`src/hazard_pkg.sv`:
```
`default_nettype none

package hazard_pkg;

    typedef logic [4:0] reg_addr_t;

    // major opcodes the decoder understands
    localparam logic [6:0] OPC_LOAD   = 7'b0000011;
    localparam logic [6:0] OPC_STORE  = 7'b0100011;
    localparam logic [6:0] OPC_OP     = 7'b0110011;
    localparam logic [6:0] OPC_OP_IMM = 7'b0010011;
    localparam logic [6:0] OPC_LUI    = 7'b0110111;
    localparam logic [6:0] OPC_BRANCH = 7'b1100011;

    // longest stall any hazard can ask for
    localparam int MAX_STALL = 2;

    typedef struct packed {
        logic [11:0] imm;
        reg_addr_t   rs1;
        logic [2:0]  funct3;
        reg_addr_t   rd;
        logic [6:0]  opcode;
    } i_fmt_t;

    typedef struct packed {
        logic [6:0]  imm_hi;
        reg_addr_t   rs2;
        reg_addr_t   rs1;
        logic [2:0]  funct3;
        logic [4:0]  imm_lo;
        logic [6:0]  opcode;
    } s_fmt_t;

    typedef union packed {
        i_fmt_t i_view;
        s_fmt_t s_view;
    } inst_word_u;

    typedef struct packed {
        logic        valid;
        reg_addr_t   rd;
        reg_addr_t   rs1;
        logic        use_rs1;
        reg_addr_t   rs2;
        logic        use_rs2;
        logic        is_load;
        logic        is_store;
        logic [11:0] offset;
        logic        writes_rd;   // low for x0 so a dependency on x0 can never match
    } uop_t;

    typedef enum logic [1:0] {
        HZ_NONE,
        HZ_LOAD_EX,
        HZ_LOAD_MEM,
        HZ_STORE_ALIAS
    } hazard_kind_e;

    typedef struct packed {
        hazard_kind_e kind;
        logic [1:0]   len;        // stall cycles, 0 to MAX_STALL
    } hazard_t;

endpackage

`default_nettype wire

```
`src/inst_decode.sv`:
```
`default_nettype none
`timescale 1ns/10ps

module inst_decode (
    input  hazard_pkg::inst_word_u inst,
    input  logic                   valid,
    output hazard_pkg::uop_t       uop
);

    logic [6:0] opcode;
    logic       writes;

    assign opcode = inst.i_view.opcode;

    always_comb begin
        uop         = '0;
        writes      = 1'b0;
        uop.valid   = valid;
        uop.rd      = inst.i_view.rd;
        uop.rs1     = inst.i_view.rs1;
        uop.rs2     = inst.s_view.rs2;   // same bits for R-type and branches
        uop.offset  = inst.i_view.imm;

        case (opcode)
            hazard_pkg::OPC_LOAD: begin
                uop.use_rs1 = 1'b1;
                uop.is_load = 1'b1;
                writes      = 1'b1;
            end
            hazard_pkg::OPC_STORE: begin
                uop.use_rs1  = 1'b1;
                uop.use_rs2  = 1'b1;
                uop.is_store = 1'b1;
                uop.offset   = {inst.s_view.imm_hi, inst.s_view.imm_lo};   // split immediate
            end
            hazard_pkg::OPC_OP: begin
                uop.use_rs1 = 1'b1;
                uop.use_rs2 = 1'b1;
                writes      = 1'b1;
            end
            hazard_pkg::OPC_OP_IMM: begin
                uop.use_rs1 = 1'b1;
                writes      = 1'b1;
            end
            hazard_pkg::OPC_LUI: begin
                writes = 1'b1;
            end
            hazard_pkg::OPC_BRANCH: begin
                uop.use_rs1 = 1'b1;
                uop.use_rs2 = 1'b1;
            end
            default: begin
                writes = 1'b0;   // unknown opcodes touch no register
            end
        endcase

        uop.writes_rd = writes && (inst.i_view.rd != '0);
    end

endmodule

`default_nettype wire

```
`src/stage_tracker.sv`:
```
`default_nettype none
`timescale 1ns/10ps

module stage_tracker (
    input  logic             clk,
    input  logic             rst_n,
    input  hazard_pkg::uop_t id_uop,
    input  logic             stall,
    input  logic             flush,
    output hazard_pkg::uop_t ex_uop,
    output hazard_pkg::uop_t mem_uop,
    output hazard_pkg::uop_t wb_uop
);

    logic             ex_valid_q;
    logic             mem_valid_q;
    logic             wb_valid_q;
    hazard_pkg::uop_t ex_q;
    hazard_pkg::uop_t mem_q;
    hazard_pkg::uop_t wb_q;

    always_ff @(posedge clk or negedge rst_n) begin
        if (!rst_n) begin
            ex_valid_q  <= 1'b0;
            mem_valid_q <= 1'b0;
            wb_valid_q  <= 1'b0;
        end else begin
            ex_valid_q  <= id_uop.valid && !stall && !flush;   // bubble on hold or kill
            mem_valid_q <= ex_valid_q;
            wb_valid_q  <= mem_valid_q;
        end
    end

    always_ff @(posedge clk) begin
        ex_q  <= id_uop;
        mem_q <= ex_q;
        wb_q  <= mem_q;
    end

    always_comb begin
        ex_uop        = ex_q;
        ex_uop.valid  = ex_valid_q;
        mem_uop       = mem_q;
        mem_uop.valid = mem_valid_q;
        wb_uop        = wb_q;
        wb_uop.valid  = wb_valid_q;
    end

    // a held decode slot must stay unchanged until it can enter execute
    held_uop_stable_a: assert property (
        @(posedge clk) disable iff (!rst_n)
        (stall && !flush) |=> $stable(id_uop)
    );

endmodule

`default_nettype wire

```
`src/hazard_detect.sv`:
```
`default_nettype none
`timescale 1ns/10ps

module hazard_detect (
    input  hazard_pkg::uop_t    id_uop,
    input  hazard_pkg::uop_t    ex_uop,
    input  hazard_pkg::uop_t    mem_uop,
    output hazard_pkg::hazard_t hit
);

    logic load_ex;
    logic load_mem;
    logic store_alias;

    // true when consumer reads a register that a load in the given slot will write
    function automatic logic reads_load_dest(
        input hazard_pkg::uop_t cons,
        input hazard_pkg::uop_t prod
    );
        logic src1_hit;
        logic src2_hit;
        src1_hit = cons.use_rs1 && (cons.rs1 == prod.rd);
        src2_hit = cons.use_rs2 && (cons.rs2 == prod.rd);
        return prod.valid && prod.is_load && prod.writes_rd && (src1_hit || src2_hit);
    endfunction

    assign load_ex  = reads_load_dest(id_uop, ex_uop);
    assign load_mem = reads_load_dest(id_uop, mem_uop);

    // conservative alias check, no real address is available here
    assign store_alias = id_uop.is_load && ex_uop.valid && ex_uop.is_store &&
                         (id_uop.rs1 == ex_uop.rs1) && (id_uop.offset == ex_uop.offset);

    always_comb begin
        hit.kind = hazard_pkg::HZ_NONE;
        hit.len  = 2'd0;
        if (id_uop.valid) begin
            if (load_ex) begin
                hit.kind = hazard_pkg::HZ_LOAD_EX;
                hit.len  = 2'(hazard_pkg::MAX_STALL);
            end else if (load_mem) begin
                hit.kind = hazard_pkg::HZ_LOAD_MEM;
                hit.len  = 2'(hazard_pkg::MAX_STALL - 1);
            end else if (store_alias) begin
                hit.kind = hazard_pkg::HZ_STORE_ALIAS;
                hit.len  = 2'd1;   // store leaves execute after one cycle
            end
        end
    end

endmodule

`default_nettype wire

```
`src/stall_fsm.sv`:
```
`default_nettype none
`timescale 1ns/10ps

module stall_fsm (
    input  logic                     clk,
    input  logic                     rst_n,
    input  hazard_pkg::hazard_t      hit,
    input  logic                     flush,
    input  logic                     expired,
    output logic                     stall,
    output hazard_pkg::hazard_kind_e stall_kind,
    output logic                     timer_load,
    output logic [1:0]               load_len
);

    typedef enum logic {
        IDLE,
        HOLD
    } state_e;

    state_e                   state_q;
    state_e                   state_d;
    hazard_pkg::hazard_kind_e kind_q;
    logic                     hit_any;

    assign hit_any  = (hit.kind != hazard_pkg::HZ_NONE);
    assign load_len = hit.len;

    always_comb begin
        state_d    = state_q;
        stall      = 1'b0;
        stall_kind = hazard_pkg::HZ_NONE;
        timer_load = 1'b0;
        if (flush) begin
            state_d = IDLE;   // flush wins over any pending hold
        end else if (state_q == IDLE) begin
            stall      = hit_any;
            stall_kind = hit.kind;
            if (hit_any && (hit.len > 2'd1)) begin
                timer_load = 1'b1;
                state_d    = HOLD;
            end
        end else begin
            stall      = !expired;   // detection stays masked here
            stall_kind = expired ? hazard_pkg::HZ_NONE : kind_q;
            if (expired) begin
                state_d = IDLE;
            end
        end
    end

    always_ff @(posedge clk or negedge rst_n) begin
        if (!rst_n) begin
            state_q <= IDLE;
            kind_q  <= hazard_pkg::HZ_NONE;
        end else begin
            state_q <= state_d;
            if (timer_load) begin
                kind_q <= hit.kind;
            end
        end
    end

    // with no hold running the countdown must already be spent
    timer_spent_in_idle_a: assert property (
        @(posedge clk) disable iff (!rst_n)
        (state_q == IDLE) |-> expired
    );

endmodule

`default_nettype wire

```
`src/stall_timer.sv`:
```
`default_nettype none
`timescale 1ns/10ps

module stall_timer #(
    parameter int STALL_CNT_W = 16
) (
    input  logic                   clk,
    input  logic                   rst_n,
    input  logic                   timer_load,
    input  logic [1:0]             load_len,
    input  logic                   flush,
    input  logic                   stall,
    output logic                   expired,
    output logic [STALL_CNT_W-1:0] stall_cycles
);

    localparam int CD_W = $clog2(hazard_pkg::MAX_STALL);

    logic [CD_W-1:0] count_q;

    // the first stall cycle is spent before the load, hence len minus 1
    always_ff @(posedge clk or negedge rst_n) begin
        if (!rst_n) begin
            count_q <= '0;
        end else if (flush) begin
            count_q <= '0;
        end else if (timer_load) begin
            count_q <= CD_W'(load_len - 2'd1);
        end else if (count_q != '0) begin
            count_q <= count_q - 1'b1;
        end
    end

    assign expired = (count_q == '0);

    always_ff @(posedge clk or negedge rst_n) begin
        if (!rst_n) begin
            stall_cycles <= '0;
        end else if (stall && (stall_cycles != '1)) begin
            stall_cycles <= stall_cycles + 1'b1;   // holds at all ones
        end
    end

    // a new hold may only start once the previous one has run out
    load_when_idle_a: assert property (
        @(posedge clk) disable iff (!rst_n)
        timer_load |-> (count_q == '0)
    );

endmodule

`default_nettype wire

```
`src/hazard_ctrl_top.sv`:
```
`default_nettype none
`timescale 1ns/10ps

module hazard_ctrl_top #(
    parameter int STALL_CNT_W = 16
) (
    input  logic                     clk,
    input  logic                     rst_n,
    input  logic                     id_valid,
    input  logic [31:0]              id_inst,
    input  logic                     flush,
    output logic                     stall,
    output hazard_pkg::hazard_kind_e stall_kind,
    output logic                     wb_valid,
    output hazard_pkg::reg_addr_t    wb_rd,
    output logic [STALL_CNT_W-1:0]   stall_cycles
);

    hazard_pkg::uop_t    id_uop;
    hazard_pkg::uop_t    ex_uop;
    hazard_pkg::uop_t    mem_uop;
    hazard_pkg::uop_t    wb_uop;
    hazard_pkg::hazard_t hit;
    logic                timer_load;
    logic [1:0]          load_len;
    logic                expired;

    inst_decode u_inst_decode (
        .inst  (hazard_pkg::inst_word_u'(id_inst)),
        .valid (id_valid),
        .uop   (id_uop)
    );

    stage_tracker u_stage_tracker (
        .clk     (clk),
        .rst_n   (rst_n),
        .id_uop  (id_uop),
        .stall   (stall),
        .flush   (flush),
        .ex_uop  (ex_uop),
        .mem_uop (mem_uop),
        .wb_uop  (wb_uop)
    );

    hazard_detect u_hazard_detect (
        .id_uop  (id_uop),
        .ex_uop  (ex_uop),
        .mem_uop (mem_uop),
        .hit     (hit)
    );

    stall_fsm u_stall_fsm (
        .clk        (clk),
        .rst_n      (rst_n),
        .hit        (hit),
        .flush      (flush),
        .expired    (expired),
        .stall      (stall),
        .stall_kind (stall_kind),
        .timer_load (timer_load),
        .load_len   (load_len)
    );

    stall_timer #(
        .STALL_CNT_W (STALL_CNT_W)
    ) u_stall_timer (
        .clk          (clk),
        .rst_n        (rst_n),
        .timer_load   (timer_load),
        .load_len     (load_len),
        .flush        (flush),
        .stall        (stall),
        .expired      (expired),
        .stall_cycles (stall_cycles)
    );

    assign wb_valid = wb_uop.valid;
    assign wb_rd    = wb_uop.rd;

endmodule

`default_nettype wire

```
`config.mk`:
```
export PLATFORM = sky130hd
export DESIGN_NAME = hazard_ctrl_top
export DESIGN_NICKNAME = d
export VERILOG_FILES = /design/src/hazard_pkg.sv /design/src/inst_decode.sv /design/src/stage_tracker.sv /design/src/hazard_detect.sv /design/src/stall_fsm.sv /design/src/stall_timer.sv /design/src/hazard_ctrl_top.sv
export SDC_FILE = /design/constraint.sdc
export NUM_CORES = 1
export LEC_CHECK = 0
export BUFFER_PORTS_ARGS = -buffer_cell sky130_fd_sc_hd__buf_2
export CAP_MARGIN = 15
export CORE_ASPECT_RATIO = 1.75
export CORE_MARGIN = 5
export CORE_UTILIZATION = 24
export CTS_BUF_LIST = sky130_fd_sc_hd__clkbuf_8
export CTS_CLUSTER_DIAMETER = 60
export CTS_CLUSTER_SIZE = 16
export DETAILED_ROUTE_END_ITERATION = 6
export PLACE_DENSITY = 0.51
export REMOVE_ABC_BUFFERS = 1
export SLEW_MARGIN = 5
export SYNTH_ARGS = -nofsm -noshare
export SYNTH_HDL_FRONTEND = slang
export SYNTH_SLANG_ARGS = --single-unit
export TNS_END_PERCENT = 100
```
`constraint.sdc`:
```
create_clock -name clk -period 1.9 [get_ports clk]
set_input_delay 0.19 -clock clk [delete_from_list [all_inputs] [get_ports clk]]
set_output_delay 0.19 -clock clk [all_outputs]
set_load 0.05 [all_outputs]
```
==> results of run 1 <==
power groups by stage:
| stage | logic (W) | clock network (W) | registers (W) |
|---|---|---|---|
| final | 0.000262 | 0.00118 | 0.00133 |
| after global routing | 0.000289 | 0.00129 | 0.00134 |
| after CTS | 0.000262 | 0.00122 | 0.00133 |
| after detailed placement | 0.000240 | 0 | 0.00136 |
| after global placement | 0.000238 | 0 | 0.00136 |
| after floorplan | 0.0000756 | 0 | 0.00138 |
flip-flops by register name (all words and copies together) (netlist names):
name / flops
u_stage_tracker.wb_valid_q: 1
u_stage_tracker.ex_uop: 25
u_stall_timer.count_q: 1
u_stage_tracker.mem_valid_q: 1
u_stall_fsm.kind_q: 2
u_stage_tracker.wb_uop: 5
u_stall_timer.stall_cycles: 16
u_stage_tracker.mem_uop: 7
u_stage_tracker.ex_valid_q: 1
u_stall_fsm.state_q: 1
worst max path at each step:
stage	start	to	slack, ns	cells past startpoint
floorplan	u_stall_timer.stall_cycles[0]$_DFFE_PN0P_	u_stall_timer.stall_cycles[1]$_DFFE_PN0P_	-0.42	6
global placement	id_inst[3]	u_stall_timer.stall_cycles[10]$_DFFE_PN0P_	-0.55	11
detailed placement	id_inst[3]	u_stall_timer.stall_cycles[10]$_DFFE_PN0P_	-0.62	11
CTS	u_stage_tracker.ex_uop[11]$_DFF_P_	stall	-0.57	8
global route	u_stage_tracker.ex_uop[6]$_DFF_P_	stall	-0.62	8
finish	u_stage_tracker.ex_uop[6]$_DFF_P_	stall_kind[0]	-0.46	8
repair_timing:
action / in CTS / in global routing
buffers inserted: 3 / 0
cloned: 0 / 0
hold buffers: 13 / 0
resized for setup: 14 / 7
pin swaps: 8 / 4
hold endpoints to repair: 35 / 0
setup endpoints to repair: 19 / 23
metrics by stage:
step | util (%) | std cells | hold WS [ns] | TNS [ns]
detailed placement | 31.8 | 431 | 0.200 | -10.85
floorplan | - | 209 | -0.106 | -6.21
global route | 36.1 | 463 | 0.0224 | -8.90
global placement | 31.8 | 431 | 0.195 | -9.73
CTS | 35.9 | 463 | 0.0114 | -7.06
finish | 36.1 | 463 | 0.0264 | -5.79
critical path, stage by stage, from the launching register on:
cell     delay, ns
dfxtp_2       0.32
xor2_1        0.15
nor4_1        0.26
nand4_1       0.19
and4b_2       0.36
and2b_1       0.15
o21ai_2       0.06
a21oi_1       0.13
buf_4         0.21
cell usage in the layout, fill, tap and decap left out, drive strengths merged, types with 7 or more instances in the layout:
master	Yosys	routed
dfxtp	37	37
nand2	10	10
dlygate4sd3	0	13
xnor2	22	22
clkbuf	1	12
inv	4	7
dfrtp	23	23
xor2	28	28
buf	2	100
nor3	10	10
nand4	11	11
nor2	7	7
nand3	13	13
mux2	7	7
per-layer routing:
metal	vias up	wire, um	global-route usage (%)
met5	-	0	0
met4	0	119	5.17
met3	13	329	3.29
met2	54	3670	21.2
met1	946	2150	10.2
li1	975	-	-
cells in the mapped netlist (all sizes together) (4+ instances only):
| library cell | number |
|---|---|
| xor2 | 28 |
| mux2 | 7 |
| dfxtp | 37 |
| nand4 | 11 |
| xnor2 | 22 |
| nor2 | 7 |
| and3 | 5 |
| nand2 | 10 |
| inv | 4 |
| nand3 | 13 |
| dfrtp | 23 |
| nor3 | 10 |
| a21oi | 5 |
kinds of logic (layout without fill, tap and decap cells):
kind of cell,Yosys count,in the layout
AO/OA/AOI/OAI,14,14
XOR/XNOR,50,50
adder cells (fa/ha/maj),1,1
buffers and inverters,7,133
flip-flops,60,60
multiplexers,7,7
AND/OR/NAND/NOR,73,73
layout make-up:
cell class                      count  area, um2  area share (%)
Inverter                            4       15.0           0.422
Multi-Input combinational cell    145       1100            30.9
Clock buffer                       12        165            4.64
Timing Repair Buffer              113        761            21.4
Sequential cell                    60       1320            37.1
Clock inverter                      4       41.3            1.16
Tap cell                          125        156            4.40
==> impl_metrics.xml, run 1 <==
<?xml version="1.0" encoding="UTF-8"?>
<metrics>
  <group name="status">
    <metric name="outcome" unit="">finished, violations left</metric>
    <metric name="violations" unit="">negative setup slack</metric>
  </group>
  <group name="synth">
    <metric name="yosysSeqAreaShare" unit="%">54.5</metric>
    <metric name="synth.avg_cell_area" unit="um2">11.4</metric>
    <metric name="yosys.area_share.xor_xnor" unit="%">18.1</metric>
    <metric name="synth.lib_cells_used.distinct" unit="">37</metric>
    <metric name="synth_area" unit="um2">2420</metric>
    <metric name="ys.flop_type" unit="">dfxtp_1</metric>
    <metric name="post_synth_fa_ha_maj_area_fraction" unit="%">0.518</metric>
    <metric name="synth_top_family_by_area" unit="">XOR/XNOR gates</metric>
    <metric name="syn_inst" unit="">212</metric>
    <metric name="yosys_warnings" unit="">0</metric>
    <metric name="share_of_the_synthesized_area_in_the_top_cell_type" unit="%">30.7</metric>
    <metric name="post_synthesis_async_set_or_reset_flop_share" unit="%">38.3</metric>
    <metric name="synth_seq_cells" unit="">60</metric>
    <metric name="synth_simple_gate_area_share" unit="%">17.2</metric>
    <metric name="yosys.area.top_type" unit="">dfxtp_1</metric>
    <metric name="post_synth_main_area_contributors" unit="">dfxtp_1 31%, dfrtp_1 24%, xor2_1 10%</metric>
    <metric name="synthesized_area_fraction_occupied_by_ao_oa_aoi_and_oai_cells" unit="%">4.87</metric>
    <metric name="synth_edf_count" unit="">0</metric>
    <metric name="synth.mux.area_fraction" unit="%">3.26</metric>
  </group>
  <group name="timing">
    <metric name="rsz0062_at_grt" unit="">true</metric>
    <metric name="timing.final.crit_share" unit="%">124</metric>
    <metric name="max_freq" unit="MHz">424</metric>
    <metric name="tightest_slew" unit="ns">0.522</metric>
    <metric name="final.min_clock_period" unit="ns">2.36</metric>
    <metric name="finalHoldViolations" unit="">0</metric>
    <metric name="final_max_slew_viol_count" unit="">0</metric>
    <metric name="setup_viol" unit="">19</metric>
    <metric name="postLayoutSetupSlackWorst" unit="ns">-0.457</metric>
    <metric name="max_slew_margin" unit="%">65.2</metric>
    <metric name="worst_clock_skew_on_the_final_layout" unit="ns">0.0113</metric>
  </group>
  <group name="detailed_routing">
    <metric name="finalWirelength" unit="mm">6.27</metric>
    <metric name="first_pass_iters" unit="">4</metric>
    <metric name="vias" unit="">1988</metric>
    <metric name="route.detailed.wl_per_inst" unit="um">13.5</metric>
    <metric name="antenna_violating_nets_post_route" unit="">0</metric>
    <metric name="drc_errors" unit="">0</metric>
    <metric name="drtIter0Drc" unit="">97</metric>
    <metric name="avgViaCountPerCell" unit="">4.29</metric>
  </group>
  <group name="clock_network">
    <metric name="cts.clk_slew.worst_paths" unit="ns">0.06</metric>
    <metric name="cts-root-to-sink-buffers" unit="">2</metric>
    <metric name="cts.root.buffer_cell" unit="">clkbuf_8</metric>
    <metric name="tritoncts" unit="">built</metric>
    <metric name="htreeDepth" unit="">3</metric>
    <metric name="insertion_delay" unit="ns">0.34</metric>
    <metric name="cts_made_buffers" unit="">9</metric>
    <metric name="clock_sinks" unit="">60</metric>
  </group>
  <group name="floorplanning">
    <metric name="ioPinCount" unit="">61</metric>
    <metric name="fp.dieH" unit="um">143</metric>
    <metric name="row_count" unit="">48</metric>
    <metric name="chipWidth" unit="um">85.8</metric>
    <metric name="core_area" unit="um2">9850</metric>
    <metric name="starting_density_of_the_core" unit="%">24.5</metric>
    <metric name="fp.dieArea" unit="um2">12300</metric>
  </group>
  <group name="global_routing">
    <metric name="grt_max_degree" unit="">24</metric>
    <metric name="antenna_found_initial" unit="">0</metric>
    <metric name="grt_pass1_vias" unit="">2065</metric>
    <metric name="global_route.overflow_total" unit="">0</metric>
    <metric name="grt_pass1_wl" unit="mm">10.0</metric>
    <metric name="grt_usage" unit="%">11.0</metric>
  </group>
  <group name="power_and_ir_drop">
    <metric name="clkPwrFrac" unit="%">42.6</metric>
    <metric name="net-switching-power" unit="W">0.000640</metric>
    <metric name="p_int" unit="W">0.00214</metric>
    <metric name="power" unit="W">0.00278</metric>
    <metric name="comb_power_share" unit="%">9.4</metric>
    <metric name="power.share.sequential" unit="%">47.9</metric>
    <metric name="static-leakage-power" unit="nW">1.64</metric>
    <metric name="power_switching_share" unit="%">23.0</metric>
    <metric name="peakVddDrop" unit="mV">0.313</metric>
    <metric name="power_per_cell_area" unit="nW/um2">781</metric>
  </group>
  <group name="placement">
    <metric name="place_hpwl" unit="mm">4.91</metric>
    <metric name="placement.io_buffers" unit="">57</metric>
    <metric name="dp_slack" unit="ns">-0.620</metric>
    <metric name="globalplace.congestion" unit="">0.786</metric>
    <metric name="placed_cell_area" unit="um2">3140</metric>
  </group>
  <group name="worst_hold_path">
    <metric name="min_path_type" unit="">primary input to flip-flop</metric>
    <metric name="min_path_cells" unit="">1</metric>
    <metric name="timing.hold.worst.start" unit="">id_inst[18]</metric>
    <metric name="hold_path_end" unit="">u_stage_tracker.ex_uop[25]$_DFF_P_</metric>
  </group>
  <group name="setup_path">
    <metric name="timing.rr.end" unit="">u_stall_timer.stall_cycles[12]$_DFFE_PN0P_</metric>
    <metric name="setup.worst_path.class" unit="">flip-flop to output pin</metric>
    <metric name="endpoint_kind" unit="">output pin</metric>
    <metric name="r2r.worst_path.cells" unit="">9</metric>
    <metric name="path_max_fanout" unit="">3</metric>
    <metric name="reg2reg_slack" unit="ns">-0.40</metric>
    <metric name="crit_arrival" unit="ns">2.17</metric>
    <metric name="reg2reg_from" unit="">u_stage_tracker.ex_uop[6]$_DFF_P_</metric>
    <metric name="critPathLaunchType" unit="">flip-flop</metric>
    <metric name="worst_ep_required_time" unit="ns">1.71</metric>
  </group>
  <group name="cells_and_area">
    <metric name="flow.area_growth_from_synthesis" unit="%">47.2</metric>
    <metric name="design.final.nets" unit="">370</metric>
    <metric name="finalInstanceArea" unit="um2">3560</metric>
    <metric name="n_antenna_cell" unit="">0</metric>
    <metric name="layout-drive-gt1-share" unit="%">40.5</metric>
    <metric name="filler_cell_count" unit="">1029</metric>
  </group>
  <group name="job">
    <metric name="maxCapViolCount" unit="">0</metric>
  </group>
</metrics>
No activity file was read; power rests on OpenSTA's default activity.
==> run 2: changes to the inputs <==
--- a/config.mk
+++ b/config.mk
@@ -9,12 +9,12 @@
 export CAP_MARGIN = 15
 export CORE_ASPECT_RATIO = 1.75
 export CORE_MARGIN = 5
-export CORE_UTILIZATION = 24
+export CORE_UTILIZATION = 30
 export CTS_BUF_LIST = sky130_fd_sc_hd__clkbuf_8
 export CTS_CLUSTER_DIAMETER = 60
 export CTS_CLUSTER_SIZE = 16
 export DETAILED_ROUTE_END_ITERATION = 6
-export PLACE_DENSITY = 0.51
+export PLACE_DENSITY = 0.59
 export REMOVE_ABC_BUFFERS = 1
 export SLEW_MARGIN = 5
 export SYNTH_ARGS = -nofsm -noshare
==> impl_metrics.xml, run 2 (synthesized netlist as in run 1, its figures left out) <==
<?xml version="1.0" encoding="UTF-8"?>
<metrics>
  <group name="status">
    <metric name="outcome" unit="">finished, violations left</metric>
    <metric name="violations" unit="">negative setup slack</metric>
  </group>
  <group name="cells_and_area">
    <metric name="largest_reg_flops" unit="">25</metric>
    <metric name="design.final.nets" unit="">372</metric>
    <metric name="filler_cell_count" unit="">753</metric>
    <metric name="seq_area" unit="um2">1320</metric>
    <metric name="layout_common_cells" unit="">54 x buf_2, 41 x buf_4, 36 x dfxtp_1</metric>
    <metric name="n_antenna_cell" unit="">0</metric>
    <metric name="fin_util" unit="%">45.5</metric>
    <metric name="area_occupied_by_multi_input_gates" unit="um2">1150</metric>
    <metric name="layout-drive-gt1-share" unit="%">42.1</metric>
    <metric name="final_common_cell" unit="">buf_2</metric>
    <metric name="finalInstanceArea" unit="um2">3590</metric>
    <metric name="flow.area_growth_from_synthesis" unit="%">48.8</metric>
    <metric name="instances_no_fill" unit="">430</metric>
  </group>
  <group name="worst_hold_path">
    <metric name="min_path_type" unit="">primary input to flip-flop</metric>
    <metric name="hold_path_end" unit="">u_stage_tracker.ex_uop[14]$_DFF_P_</metric>
    <metric name="timing.hold.worst.start" unit="">id_inst[5]</metric>
    <metric name="min_path_cells" unit="">2</metric>
  </group>
  <group name="placement">
    <metric name="placed_cell_area" unit="um2">3080</metric>
    <metric name="place_hpwl" unit="mm">4.54</metric>
    <metric name="placement.io_buffers" unit="">57</metric>
    <metric name="globalplace.congestion" unit="">0.819</metric>
    <metric name="count_of_placed_standard_cells_including_taps" unit="">394</metric>
  </group>
  <group name="timing">
    <metric name="timing.final.crit_share" unit="%">129</metric>
    <metric name="postLayoutSetupSlackWorst" unit="ns">-0.553</metric>
    <metric name="setup_viol" unit="">20</metric>
    <metric name="rsz0062_at_grt" unit="">true</metric>
    <metric name="worst_clock_skew_on_the_final_layout" unit="ns">0.00657</metric>
    <metric name="final.min_clock_period" unit="ns">2.45</metric>
    <metric name="final_max_slew_viol_count" unit="">0</metric>
    <metric name="tightest_slew" unit="ns">0.562</metric>
    <metric name="max_freq" unit="MHz">408</metric>
    <metric name="finalHoldViolations" unit="">0</metric>
    <metric name="max_slew_margin" unit="%">62.4</metric>
  </group>
  <group name="global_routing">
    <metric name="grt_pass1_wl" unit="mm">9.83</metric>
    <metric name="grt_pass1_vias" unit="">2142</metric>
    <metric name="grt_max_degree" unit="">24</metric>
    <metric name="antenna_found_initial" unit="">0</metric>
    <metric name="grt_usage" unit="%">12.6</metric>
    <metric name="global_route.overflow_total" unit="">0</metric>
  </group>
  <group name="power_and_ir_drop">
    <metric name="static-leakage-power" unit="nW">1.66</metric>
    <metric name="peakVddDrop" unit="mV">0.367</metric>
    <metric name="power_per_cell_area" unit="nW/um2">783</metric>
  </group>
  <group name="clock_network">
    <metric name="htreeDepth" unit="">3</metric>
    <metric name="cts-root-to-sink-buffers" unit="">2</metric>
    <metric name="clock_sinks" unit="">60</metric>
    <metric name="cts_made_buffers" unit="">9</metric>
    <metric name="cts.root.buffer_cell" unit="">clkbuf_8</metric>
    <metric name="insertion_delay" unit="ns">0.34</metric>
    <metric name="cts.clk_slew.worst_paths" unit="ns">0.07</metric>
    <metric name="tritoncts" unit="">built</metric>
  </group>
  <group name="setup_path">
    <metric name="r2r.worst_path.cells" unit="">9</metric>
    <metric name="critPathLaunchType" unit="">flip-flop</metric>
    <metric name="reg2reg_from" unit="">u_stage_tracker.ex_uop[11]$_DFF_P_</metric>
    <metric name="endpoint_kind" unit="">output pin</metric>
    <metric name="path_max_fanout" unit="">2</metric>
    <metric name="reg2reg_slack" unit="ns">-0.46</metric>
    <metric name="crit_arrival" unit="ns">2.26</metric>
    <metric name="timing.rr.end" unit="">u_stall_timer.stall_cycles[1]$_DFFE_PN0P_</metric>
    <metric name="setup.worst_path.class" unit="">flip-flop to output pin</metric>
    <metric name="worst_ep_required_time" unit="ns">1.71</metric>
  </group>
  <group name="detailed_routing">
    <metric name="finalWirelength" unit="mm">6.03</metric>
    <metric name="drtIter0Drc" unit="">38</metric>
    <metric name="vias" unit="">2007</metric>
    <metric name="wl_met2" unit="mm">3.57</metric>
    <metric name="antenna_violating_nets_post_route" unit="">0</metric>
    <metric name="detail_route.wirelength.met1" unit="mm">2.01</metric>
    <metric name="met3WireLength" unit="um">315</metric>
    <metric name="top_layer" unit="">met4</metric>
    <metric name="route.detailed.wl_per_inst" unit="um">14.0</metric>
    <metric name="first_pass_iters" unit="">4</metric>
    <metric name="drc_errors" unit="">0</metric>
    <metric name="avgViaCountPerCell" unit="">4.67</metric>
  </group>
  <group name="floorplanning">
    <metric name="starting_density_of_the_core" unit="%">30.5</metric>
    <metric name="ioPinCount" unit="">61</metric>
    <metric name="fp.dieArea" unit="um2">10000</metric>
    <metric name="fp.dieH" unit="um">129</metric>
    <metric name="row_count" unit="">43</metric>
    <metric name="chipWidth" unit="um">77.8</metric>
    <metric name="core_area" unit="um2">7910</metric>
  </group>
  <group name="job">
    <metric name="maxCapViolCount" unit="">0</metric>
  </group>
</metrics>
run 2: changes by cell type in the layout (fill, tap and decap cells not counted), moves of 2 or more:
cell      delta
nand3_1      -3
clkbuf_8     -3
nand3_2      +2
inv_4        +2
buf_6        +2
inv_1        -2
run 2: report_power, final:
group	leakage [nW]	switching (W)	total [W]	internal, W
logic	0.922	0.000128	0.000255	0.000126
registers	0.626	0.0000235	0.00133	0.00131
clock network	0.115	0.000495	0.00123	0.000734
total	1.66	0.000647	0.00282	0.00217
run 2: layout make-up:
| type | count | share of cell area (%) |
|---|---|---|
| Clock inverter | 7 | 2.51 |
| Timing Repair Buffer | 115 | 21.9 |
| Inverter | 4 | 0.418 |
| Multi-Input combinational cell | 145 | 32.0 |
| Clock buffer | 9 | 3.45 |
| Sequential cell | 60 | 36.7 |
| Tap cell | 90 | 3.13 |
run 2: timing repair:
action                                  in CTS  in global routing
hold buffers                                14                  0
cloned                                       0                  1
buffers inserted                             4                  1
endpoints found under the setup margin      22                 21
endpoints found under the hold margin       36                  0
pin swaps                                   10                  7
gates resized for setup                     22                  9
run 2: through the flow:
step / setup WS, ns / total power, W / TNS, ns / hold WS, ns
finish: -0.553 / 0.00282 / -7.93 / 0.0808
detailed placement: -0.466 / 0.00159 / -8.03 / 0.197
global route: -0.689 / 0.00295 / -10.33 / 0.0727
CTS: -0.669 / 0.00287 / -8.41 / 0.0491
global placement: -0.451 / 0.00159 / -7.87 / 0.194
floorplan: -0.418 / 0.00146 / -6.21 / -0.106
run 2: how the worst max path moves through the flow:
stage,from,end,slack [ns],cells past startpoint
final,u_stage_tracker.ex_uop[11]$_DFF_P_,stall_kind[0],-0.55,9
after global routing,u_stage_tracker.ex_uop[25]$_DFF_P_,stall_kind[0],-0.69,9
after CTS,u_stage_tracker.ex_uop[11]$_DFF_P_,stall_kind[0],-0.67,9
after detailed placement,id_inst[3],u_stall_timer.stall_cycles[1]$_DFFE_PN0P_,-0.47,10
after global placement,id_inst[3],u_stall_timer.stall_cycles[1]$_DFFE_PN0P_,-0.45,10
after floorplan,u_stall_timer.stall_cycles[0]$_DFFE_PN0P_,u_stall_timer.stall_cycles[1]$_DFFE_PN0P_,-0.42,6
run 2: routing by layer:
metal / vias up / global-route usage [%]
met2: 50 / 23.9
met5: - / 0
li1: 980 / -
met1: 965 / 11.5
met4: 0 / 7.39
met3: 12 / 3.64
run 2: critical path, cell delays in order (launching register included):
cell     delay (ns)
dfxtp_2        0.32
xor2_1         0.14
nor4_2         0.28
nand4_1        0.18
and4b_2        0.35
buf_6          0.10
and2b_1        0.11
o21ai_1        0.08
a21oi_1        0.16
buf_4          0.22
